[config.mk]
export PLATFORM = sky130hd
export DESIGN_NAME = fetch_top
export DESIGN_NICKNAME = d
export VERILOG_FILES = /design/src/common/fetch_pkg.sv /design/src/common/mem_pkg.sv /design/src/common/cpu_cache_if.sv /design/src/common/mem_if.sv /design/src/icache/icache.sv /design/src/ifu/ifu_fetch.sv /design/src/source/fetch_top.sv
export VERILOG_INCLUDE_DIRS = /design/src /design/src/common
export SDC_FILE = /design/constraint.sdc
export NUM_CORES = 2
export LEC_CHECK = 0
export CORE_MARGIN = 3
export CORE_UTILIZATION = 60
export CTS_BUF_LIST = sky130_fd_sc_hd__clkbuf_4
export DETAILED_ROUTE_END_ITERATION = 10
export DONT_BUFFER_PORTS = 1
export GPL_TIMING_DRIVEN = 1
export PLACE_DENSITY_LB_ADDON = 0.08
export SLEW_MARGIN = 20
export SYNTH_ARGS = -nofsm -noshare
export SYNTH_HDL_FRONTEND = slang
export SYNTH_SLANG_ARGS = --single-unit
[constraint.sdc]
create_clock -name clk -period 26.2 [get_ports clk]
set_clock_uncertainty 0.2 [all_clocks]
set_input_delay 3.93 -clock clk [delete_from_list [all_inputs] [get_ports clk]]
set_output_delay 3.93 -clock clk [all_outputs]
set_load 0.05 [all_outputs]
[src/common/fetch_params.svh]
`ifndef FETCH_PARAMS_SVH
`define FETCH_PARAMS_SVH

// program counter value after reset
// points at the start of main memory
`define FETCH_RESET_PC 64'h0000_0000_8000_0000

// number of lines in the direct-mapped instruction cache
// keep this a power of two, the index is taken straight from the pc
`define ICACHE_SETS 16

// cache line size in bytes
// one line is one memory transfer of 128 bits
`define ICACHE_LINE_BYTES 16

`endif

[src/common/fetch_pkg.sv]
`default_nettype none

// types seen on the core side of the fetch path
package fetch_pkg;

    // byte address as used by the core, also the program counter
    typedef logic [63:0] pc_t;

    // one uncompressed instruction
    typedef logic [31:0] instr_t;

    // aligned doubleword returned by the cache
    // holds two instructions, pc bit 2 picks one
    typedef logic [63:0] fword_t;

endpackage

`default_nettype wire

[src/common/mem_pkg.sv]
`default_nettype none

// types seen on the memory side of the instruction cache
package mem_pkg;

    // one full cache line as delivered by memory
    typedef logic [127:0] line_t;

    // line-aligned byte address, low four bits are always zero
    typedef logic [63:0] laddr_t;

endpackage

`default_nettype wire

[src/common/cpu_cache_if.sv]
`timescale 1ns/1ns
`default_nettype none

// request/response link between the fetch unit and the instruction cache
// a request is taken when req_valid and idle are both high at a clock edge
interface cpu_cache_if;

    fetch_pkg::pc_t    addr;
    logic              req_valid;
    fetch_pkg::fword_t rdata;
    // single-cycle pulse, rdata is only meaningful here
    logic              resp_valid;
    logic              idle;

    modport fetch (
        output addr,
        output req_valid,
        input  rdata,
        input  resp_valid,
        input  idle
    );

    modport cache (
        input  addr,
        input  req_valid,
        output rdata,
        output resp_valid,
        output idle
    );

endinterface

`default_nettype wire

[src/common/mem_if.sv]
`timescale 1ns/1ns
`default_nettype none

// line refill port from the instruction cache to memory
// valid stays up until ready, the ready cycle also carries rdata
interface mem_if;

    mem_pkg::laddr_t addr;
    logic            valid;
    mem_pkg::line_t  rdata;
    logic            ready;

    modport cache (
        output addr,
        output valid,
        input  rdata,
        input  ready
    );

    modport mem (
        input  addr,
        input  valid,
        output rdata,
        output ready
    );

endinterface

`default_nettype wire

[src/icache/icache.sv]
`timescale 1ns/1ns
`default_nettype none

`include "fetch_params.svh"

module icache (
    input  wire logic  clk,
    input  wire logic  rst,
    cpu_cache_if.cache cpu,
    mem_if.cache       mem
);

    localparam int unsigned OFFSET_W = $clog2(`ICACHE_LINE_BYTES);
    localparam int unsigned INDEX_W  = $clog2(`ICACHE_SETS);
    localparam int unsigned ADDR_W   = $bits(fetch_pkg::pc_t);
    localparam int unsigned TAG_W    = ADDR_W - OFFSET_W - INDEX_W;
    localparam int unsigned FWORD_W  = $bits(fetch_pkg::fword_t);

    // doubleword position inside the line, one bit for 16-byte lines
    localparam int unsigned WSEL_W = OFFSET_W - 3;

    typedef enum logic [1:0] {
        ST_IDLE,
        ST_LOOKUP,
        ST_REFILL
    } state_e;

    state_e state_q;
    state_e state_d;

    // request address, captured on acceptance so the pc may move freely
    fetch_pkg::pc_t addr_q;

    logic [INDEX_W-1:0] index;
    logic [TAG_W-1:0]   tag;
    logic [WSEL_W-1:0]  word_sel;

    logic [`ICACHE_SETS-1:0] valid_q;
    logic [TAG_W-1:0]        tag_q  [`ICACHE_SETS];
    mem_pkg::line_t          data_q [`ICACHE_SETS];

    mem_pkg::line_t  line;
    mem_pkg::laddr_t line_addr;

    logic hit;
    logic accept;
    logic fill;

    assign index    = addr_q[OFFSET_W +: INDEX_W];
    assign tag      = addr_q[OFFSET_W + INDEX_W +: TAG_W];
    assign word_sel = addr_q[OFFSET_W - 1:3];

    assign line = data_q[index];
    assign hit  = valid_q[index] && (tag_q[index] == tag);

    assign line_addr = {addr_q[ADDR_W - 1:OFFSET_W], {OFFSET_W{1'b0}}};

    assign accept = cpu.req_valid && (state_q == ST_IDLE);
    assign fill   = mem.valid && mem.ready;

    // cpu side
    assign cpu.idle       = (state_q == ST_IDLE);
    assign cpu.resp_valid = (state_q == ST_LOOKUP) && hit;
    assign cpu.rdata      = line[{word_sel, 6'd0} +: FWORD_W];

    // memory side, valid comes up already in the lookup cycle of a miss
    assign mem.addr  = line_addr;
    assign mem.valid = ((state_q == ST_LOOKUP) && !hit) || (state_q == ST_REFILL);

    // after a fill the FSM goes back to lookup, which then hits
    // and returns the requested doubleword one cycle after ready
    always_comb begin
        state_d = state_q;
        unique case (state_q)
            ST_IDLE: begin
                if (cpu.req_valid) begin
                    state_d = ST_LOOKUP;
                end
            end
            ST_LOOKUP: begin
                if (hit) begin
                    state_d = ST_IDLE;
                end else if (!mem.ready) begin
                    state_d = ST_REFILL;
                end
            end
            ST_REFILL: begin
                if (mem.ready) begin
                    state_d = ST_LOOKUP;
                end
            end
            default: begin
                state_d = ST_IDLE;
            end
        endcase
    end

    always_ff @(posedge clk) begin
        if (rst) begin
            state_q <= ST_IDLE;
        end else begin
            state_q <= state_d;
        end
    end

    always_ff @(posedge clk) begin
        if (accept) begin
            addr_q <= cpu.addr;
        end
    end

    // all lines invalid after reset
    always_ff @(posedge clk) begin
        if (rst) begin
            valid_q <= '0;
        end else if (fill) begin
            valid_q[index] <= 1'b1;
        end
    end

    always_ff @(posedge clk) begin
        if (fill) begin
            tag_q[index]  <= tag;
            data_q[index] <= mem.rdata;
        end
    end

endmodule

`default_nettype wire

[src/ifu/ifu_fetch.sv]
`timescale 1ns/1ns
`default_nettype none

`include "fetch_params.svh"

module ifu_fetch (
    input  wire logic            clk,
    input  wire logic            rst,
    input  wire logic            dnpc_valid_i,
    input  wire logic            block_i,
    input  wire fetch_pkg::pc_t  dnpc_i,
    input  wire logic            id_en_i,
    output fetch_pkg::pc_t       pc_o,
    output fetch_pkg::instr_t    instr_o,
    output logic                 if_busy_o,
    cpu_cache_if.fetch           cache
);

    fetch_pkg::pc_t    pc_q;
    fetch_pkg::instr_t hold_q;
    fetch_pkg::instr_t resp_half;

    // pend_q means the current pc still has to be sent to the cache
    logic pend_q;
    logic inflight_q;
    logic have_q;

    logic pc_load;
    logic req_accept;
    logic resp_fresh;
    logic consume;

    // a blocked pipeline ignores the next pc entirely
    assign pc_load = dnpc_valid_i && !block_i;

    assign cache.addr      = pc_q;
    assign cache.req_valid = pend_q && !inflight_q;

    assign req_accept = cache.req_valid && cache.idle;

    // pend_q set again while in flight means the pc moved on,
    // so that response belongs to an old pc and is dropped
    assign resp_fresh = cache.resp_valid && !pend_q;

    assign resp_half = pc_q[2] ? cache.rdata[63:32] : cache.rdata[31:0];

    assign if_busy_o = !(have_q || resp_fresh);
    assign consume   = id_en_i && !if_busy_o;

    // fresh data goes straight out, afterwards the held copy
    assign instr_o = resp_fresh ? resp_half : hold_q;
    assign pc_o    = pc_q;

    always_ff @(posedge clk) begin
        if (rst) begin
            pc_q <= `FETCH_RESET_PC;
        end else if (pc_load) begin
            pc_q <= dnpc_i;
        end
    end

    // first fetch of the reset pc is pending straight out of reset
    always_ff @(posedge clk) begin
        if (rst) begin
            pend_q     <= 1'b1;
            inflight_q <= 1'b0;
            have_q     <= 1'b0;
        end else begin
            if (pc_load) begin
                pend_q <= 1'b1;
            end else if (req_accept) begin
                pend_q <= 1'b0;
            end

            // only one fetch in flight at a time
            if (req_accept) begin
                inflight_q <= 1'b1;
            end else if (cache.resp_valid) begin
                inflight_q <= 1'b0;
            end

            // a new pc makes any held instruction stale
            if (pc_load || consume) begin
                have_q <= 1'b0;
            end else if (resp_fresh) begin
                have_q <= 1'b1;
            end
        end
    end

    always_ff @(posedge clk) begin
        if (resp_fresh) begin
            hold_q <= resp_half;
        end
    end

endmodule

`default_nettype wire

[src/source/fetch_top.sv]
`timescale 1ns/1ns
`default_nettype none

module fetch_top (
    input  wire logic             clk,
    input  wire logic             rst,

    // next-pc side
    input  wire logic             dnpc_valid_i,
    input  wire logic             block_i,
    input  wire fetch_pkg::pc_t   dnpc_i,

    // decode side
    input  wire logic             id_en_i,
    output fetch_pkg::pc_t        pc_o,
    output fetch_pkg::instr_t     instr_o,
    output logic                  if_busy_o,

    // line refill port to memory
    output logic                  mem_valid_o,
    output mem_pkg::laddr_t       mem_addr_o,
    input  wire mem_pkg::line_t   mem_rdata_i,
    input  wire logic             mem_ready_i
);

    cpu_cache_if cpu_cache_bus ();
    mem_if       mem_bus ();

    ifu_fetch ifu_fetch_inst (
        .clk          (clk),
        .rst          (rst),
        .dnpc_valid_i (dnpc_valid_i),
        .block_i      (block_i),
        .dnpc_i       (dnpc_i),
        .id_en_i      (id_en_i),
        .pc_o         (pc_o),
        .instr_o      (instr_o),
        .if_busy_o    (if_busy_o),
        .cache        (cpu_cache_bus.fetch)
    );

    icache icache_inst (
        .clk (clk),
        .rst (rst),
        .cpu (cpu_cache_bus.cache),
        .mem (mem_bus.cache)
    );

    // memory bus out to plain ports
    assign mem_valid_o   = mem_bus.valid;
    assign mem_addr_o    = mem_bus.addr;
    assign mem_bus.rdata = mem_rdata_i;
    assign mem_bus.ready = mem_ready_i;

endmodule

`default_nettype wire
Yosys cells after proc, flatten, opt, wreduce, memory -nomap -nowiden
Memory sizes are Yosys's and may differ from the RTL's. A register that Yosys moved wholly into a read port is not among the register bits.
Cells that the tools add are included.
{"block": "op_classes", "n_addsub": 0, "n_mul": 0, "div": 0, "magnitude_cmp": 2, "eq_ne": 6, "shifts": 1, "n_mux": 17, "bitwise": 1, "reduce_logical": 23}
{"operator": "128-bit by 8-bit variable part select with 64-bit output", "n": 1}
{"operator": "32-bit two-way mux", "n": 2}
{"operator": "56-bit == test", "n": 1}
{"operator": "16-bit bitwise OR", "n": 1}
{"operator": "1-bit logical AND", "n": 10}
{"operator": "2-bit two-way mux", "n": 4}
{"operator": "4-bit two-way mux", "n": 2}
{"operator": "1-bit two-way mux", "n": 6}
{"operator": "2-bit one-hot mux with 3 select lines", "n": 1}
{"operator": "1-bit logical NOT", "n": 5}
{"operator": "4-bit by 5-bit < comparator with 1-bit output (second input constant)", "n": 1}
{"operator": "1-bit binary-select mux with 4-bit select", "n": 1}
{"operator": "1-bit demux with 4-bit select", "n": 1}
{"operator": "4-bit by 1-bit >= comparator with 1-bit output (second input constant)", "n": 1}
{"operator": "2-bit OR reduction", "n": 2}
{"operator": "1-bit logical OR", "n": 3}
{"operator": "3-bit by 2-bit != test with 1-bit output (second input constant)", "n": 1}
{"operator": "3-bit AND reduction", "n": 1}
{"operator": "2-bit by 1-bit == test with 1-bit output (second input constant)", "n": 1}
{"operator": "2-bit == test (second input constant)", "n": 1}
{"operator": "2-bit logical NOT", "n": 1}
{"operator": "2-bit by 1-bit != test with 1-bit output (second input constant)", "n": 1}
{"operator": "2-bit != test (second input constant)", "n": 1}
{"operator": "2-bit nonzero test", "n": 1}
{"block": "word_totals", "regBits": 181, "latchBits": 0, "ram_bits": 2944, "romBits": 0, "output_inout_bits": 162, "memories": 2}
{"name": "icache_inst.data_q", "depth": 16, "word_bits": 128, "rd": 1, "rd_ports_with_merged_regs": 1, "write_ports": 1, "line_no": "icache.sv:40", "rtl": "mem_pkg::line_t data_q [`ICACHE_SETS];"}
{"name": "icache_inst.tag_q", "depth": 16, "word_bits": 56, "rd": 1, "rd_ports_with_merged_regs": 1, "write_ports": 1, "line_no": "icache.sv:39", "rtl": "logic [TAG_W-1:0] tag_q [`ICACHE_SETS];"}

Depth between registers and ports, before layout
{"block": "depth", "word_depth": 9, "ltp_mapped": 16}

By module
Synthesis repeated with hierarchy kept, for this count alone.
{"block": "hier_totals", "hier_cells": 5599, "area_unflattened_um2": 121282.6}
{"module": "icache", "n_inst": 1, "cells_each": 5105, "area_each_um2": 116849.6, "seq_area_each_um2": 90677.0}
{"module": "ifu_fetch", "n_inst": 1, "cells_each": 494, "area_each_um2": 4433.0, "seq_area_each_um2": 1981.9}

Worst setup path after synthesis
No wires, ideal clock.
{"block": "synth_timing", "kind": "input to register", "from": "input mem_ready_i", "to": "memory icache_inst.data_q[12][0] (netlist name), enable pin", "setup_ns": 1.178, "arrival_ns": 21.416, "required_time_ns": 24.822, "setup_slack_ns": 3.406, "stages": 2, "path_cell_list": "nand3_1 > nor4_1"}
{"block": "synth_via", "elab_chain_cells": 3}
{"element": "start, declared", "line_no": "fetch_top.sv:23", "rtl": "input wire logic mem_ready_i"}
{"element": "1-bit logical AND", "line_no": "icache.sv:59", "rtl": "assign fill = mem.valid && mem.ready;"}
{"element": "1-bit two-way mux", "line_no": "icache.sv:122", "rtl": "if (fill) begin"}
{"element": "1-bit two-way mux (not written as such)", "line_no": "icache.sv:124", "rtl": "data_q[index] <= mem.rdata;"}
{"element": "end, declared", "line_no": "icache.sv:40"}
Every way passes these cells.

==> results.txt <==
* Outcome: finished, final reports clean
- In this run, post-CTS hold repair placed 0 buffers.
- Top area cells in the synthesized netlist: edfxtp_1 (75%), mux4_2 (16%), dfxtp_1 (2.0%), mux2i_1 (1.6%), nand2_1 (0.58%)
- Number of distinct standard cells referenced by the synthesized netlist: 70
* Most used cell along the critical path: buf_4
- Kind of start point of the critical path: register
* Max incr delay on CP: ~0.8 ns
- Chain of cells forming the critical path: buf_4 -> buf_12 -> buf_4 -> buf_4 -> buf_4 -> buf_4 -> mux4_2 -> mux4_2 -> mux4_2 -> mux2_2
* Number of DRC markers in iteration 0: 5847
* Total number of vias: ~58000
* Clock sink total: 3126
* Maximum clock path buffer count: 4
- Site row count: 163
- Dividing the detail-routed wire length by the instance count gives ~31 um.
- Final worst-path cycle share: 0.486
- The tool flagged a number of max-cap violations equal to 0.
- For the final routed database, the setup TNS stands at 0 ns.
- The worst-case IR drop observed on VDD is about 0.000072 V.
* Critical Path Slowest Stage Cell: buf_4
* Die outline height: 452 um
- Register area: around 93000 sq um
* Async S/R FF share, synth: 0
* Final Non-Filler Cells: ~9000
* GPL Wtd Cong: ~0.8
- Via count of the first global-routing pass: roughly 60000
- Synthesis-to-finish area growth: 10.6%
- Headroom to the max-slew limit came out at 0.225.
- Dividing total power by cell area gives a power density of between 90 and 100 nW/um^2.
- Ratio of cells with drive above 1 in the final layout: 0.361
* Prevailing post-synth register cell: edfxtp_1
* Area enclosed by the die boundary: around 200000 sq um
* Average via count per standard cell: 6.41
* Largest area contributor in the synthesized netlist: edfxtp_1
- Clock latency of the later-clocked register in the worst-skew pair: 1.43 ns
- Arrival time of data at the critical path endpoint: roughly 8.6 ns
* Count of input and output buffers: 0
- Summed over all cells, the static leakage comes to approximately 42 nW.
- Before antenna repair, the detailed router went through 6 iterations.
* Post-detail-place hpwl: around 150 mm
- Once layout is complete, the utilization of the core stands at 0.669.
- The worst setup path is of the reg -> out kind.
* Root cell of the clock tree: clkbuf_4
* Largest delay share family, worst path: buffers and inverters
- Fill cell instance count of the final layout: approximately 13000
- TritonCTS built the clock tree.
* Number of hold violations in the final report: 0
* X dimension of the die: 452 um
- Total setup buffers inserted after CTS: 0
* Gr ovfl total: 0
- Fin Hold WS: about 0.26 ns
- Synth warnings: 0
* Placed insts: slightly below 8000
- Clock-pin slew of the registers on the worst-case setup and hold paths: approximately 0.070 ns
* Post-route design area: between 100000 and 150000 sq um
* Fmax: between 70 and 80 MHz
- Number of buffers added by the clock tree synthesis step: 784
- Measured slew at the worst slew-check pin: roughly 1.2 ns
- The worst path needs 12.74 ns of the cycle, external delays included.
* Number of remaining DRC errors: 0
- Number of cells produced by synthesis: 5220
- Area of the mapped netlist: between 100000 and 150000 sq um
- In this run, synthesis produced a sequential element count of approximately 3100.
- Post-route antenna net violation count: 0
- The number of max-slew violations in the final report came to 0.
- Of the post-synthesis cell area, the dominant cell type holds 0.755.
- The total area inside the core boundary comes to between 150000 and 200000 sq um.
* H-tree depth: 6
- In the final design database the tool counted just over 6000 nets.
- Synth top cells by count: edfxtp_1 (3005), mux4_2 (823), mux2i_1 (190), nand2_1 (186), dfxtp_1 (121)
* Antenna violations before repair: 13
- Summed over all layers, the routed wires come to 283 mm.
- A synthesized cell averages between 20 and 25 sq um.
* Min-delay worst type: reg -> reg
- Ports placed on the boundary: 360
- EDFF count, synth: roughly 3000
- The initial utilization of the core area, before any placement, comes to 0.605.
- In the final layout, the multi-input gates occupy about 25000 sq um.
- The worst setup path is captured at an output pin.
* Biggest fanout along the worst timing path: 73
* GRT Overall Usage: 0.281
- Counting both buffers and inverters, the worst setup path holds a total of 6.
- Yosys instantiated no cell more often than edfxtp_1.
* Number of setup violations in the final report: 0
* Post-cts gate resize count: 0
- The first global-routing pass estimated slightly above 400 mm of wire.
* Pin count of the biggest net entering global routing: 148
- Instance area at placement: about 120000 sq um
- Sequential cell area fraction in the yosys report: 0.775
- Data on the critical path is required at its endpoint by 22.07 ns.
- Unrepaired setup endpoints after global routing: no
-- logic make-up (layout without fill, tap and decap cells) --
logic type,after synthesis,after routing,synth area share
mux,1073,1073,0.177
xor+xnor,47,47,0.00344
simple gates,344,344,0.0135
flops,3126,3126,0.775
other cells,1,18,0.0000314
buf+inv,365,1507,0.0163
compound gates,264,264,0.0151
-- per-layer routing --
layer | vias to the layer above | GRT usage | share of wire
met3 | 400 | 0.0616 | 0.077
met5 | - | 0 | 0.00020
met4 | 8 | 0.0879 | 0.024
met2 | 2626 | 0.456 | 0.50
met1 | 31000 | 0.389 | 0.39
li1 | 23800 | - | -
-- cell usage in the layout (no fill, tap or decap), types with 26 or more instances in the layout --
| master | instances |
|---|---|
| clkinv_1 | 96 |
| a22oi_1 | 41 |
| inv_1 | 26 |
| dfxtp_1 | 116 |
| a21oi_1 | 87 |
| clkbuf_4 | 1188 |
| edfxtp_1 | 3005 |
| mux4_2 | 823 |
| mux2_2 | 57 |
| buf_4 | 150 |
| nand2_1 | 186 |
| mux2i_1 | 190 |
| nor2_1 | 30 |
-- metrics by stage --
stage | worst slack (ns) | total power, mW
2_1_floorplan | 3.41 | 8.39
3_3_place_gp | 14.63 | 9.23
3_5_place_dp | 14.62 | 9.25
4_1_cts | 13.01 | 13.2
5_1_grt | 12.63 | 13.6
6_report | 13.46 | 13.0
-- worst reg2reg max path, cell delays in order, from the launching register on --
cell and delay (ns):
dfxtp_4 0.98, buf_4 0.63, buf_4 0.74, buf_4 0.84
mux4_2 0.64, mux2i_1 0.17, mux2i_1 0.12, xnor2_1 0.18
and4_1 0.18, and4b_1 0.31, nand3b_1 0.19, o21ai_4 0.06
buf_4 0.27, nor3_2 0.27, buf_4 0.67, buf_4 0.87
buf_4 0.78, buf_4 0.71
-- power by group --
part	total [mW]	switching, mW	internal, mW
registers	5.98	0.188	5.79
logic	3.13	1.74	1.39
clock network	3.94	1.84	2.10
total	13.0	3.77	9.28
-- registers in the layout (all words and copies together) (netlist names), named ones only --
register	cells
ifu_fetch_inst.hold_q	32
ifu_fetch_inst.inflight_q	1
icache_inst.state_q	2
icache_inst.addr_q	61
ifu_fetch_inst.have_q	1
icache_inst.valid_q	16
icache_inst.data_q	2048
icache_inst.tag_q	896
ifu_fetch_inst.pend_q	1
ifu_fetch_inst.cache.addr	64
-- layout make-up --
type / instances / share of cell area
inverters: 30 / 0.000928
well taps: 2640 / 0.0250
clock buffers: 1188 / 0.0675
multi-input cells: 1732 / 0.190
repair buffers: 164 / 0.0106
clock inverters: 125 / 0.00496
diodes: 14 / 0.000265
flip-flops and latches: 3126 / 0.701
-- final timing paths --
check / startpoint / endpoint / slack, ns / depth (start not counted)
max: register / instr_o[27] / 13.46 / 10
min: icache_inst.valid_q[11] / icache_inst.valid_q[11] / 0.26 / 2
max reg2reg: register / icache_inst.data_q[2][110] / 16.87 / 17
min reg2reg: icache_inst.valid_q[11] / icache_inst.valid_q[11] / 0.26 / 2
(Power assumes the default switching activity.)
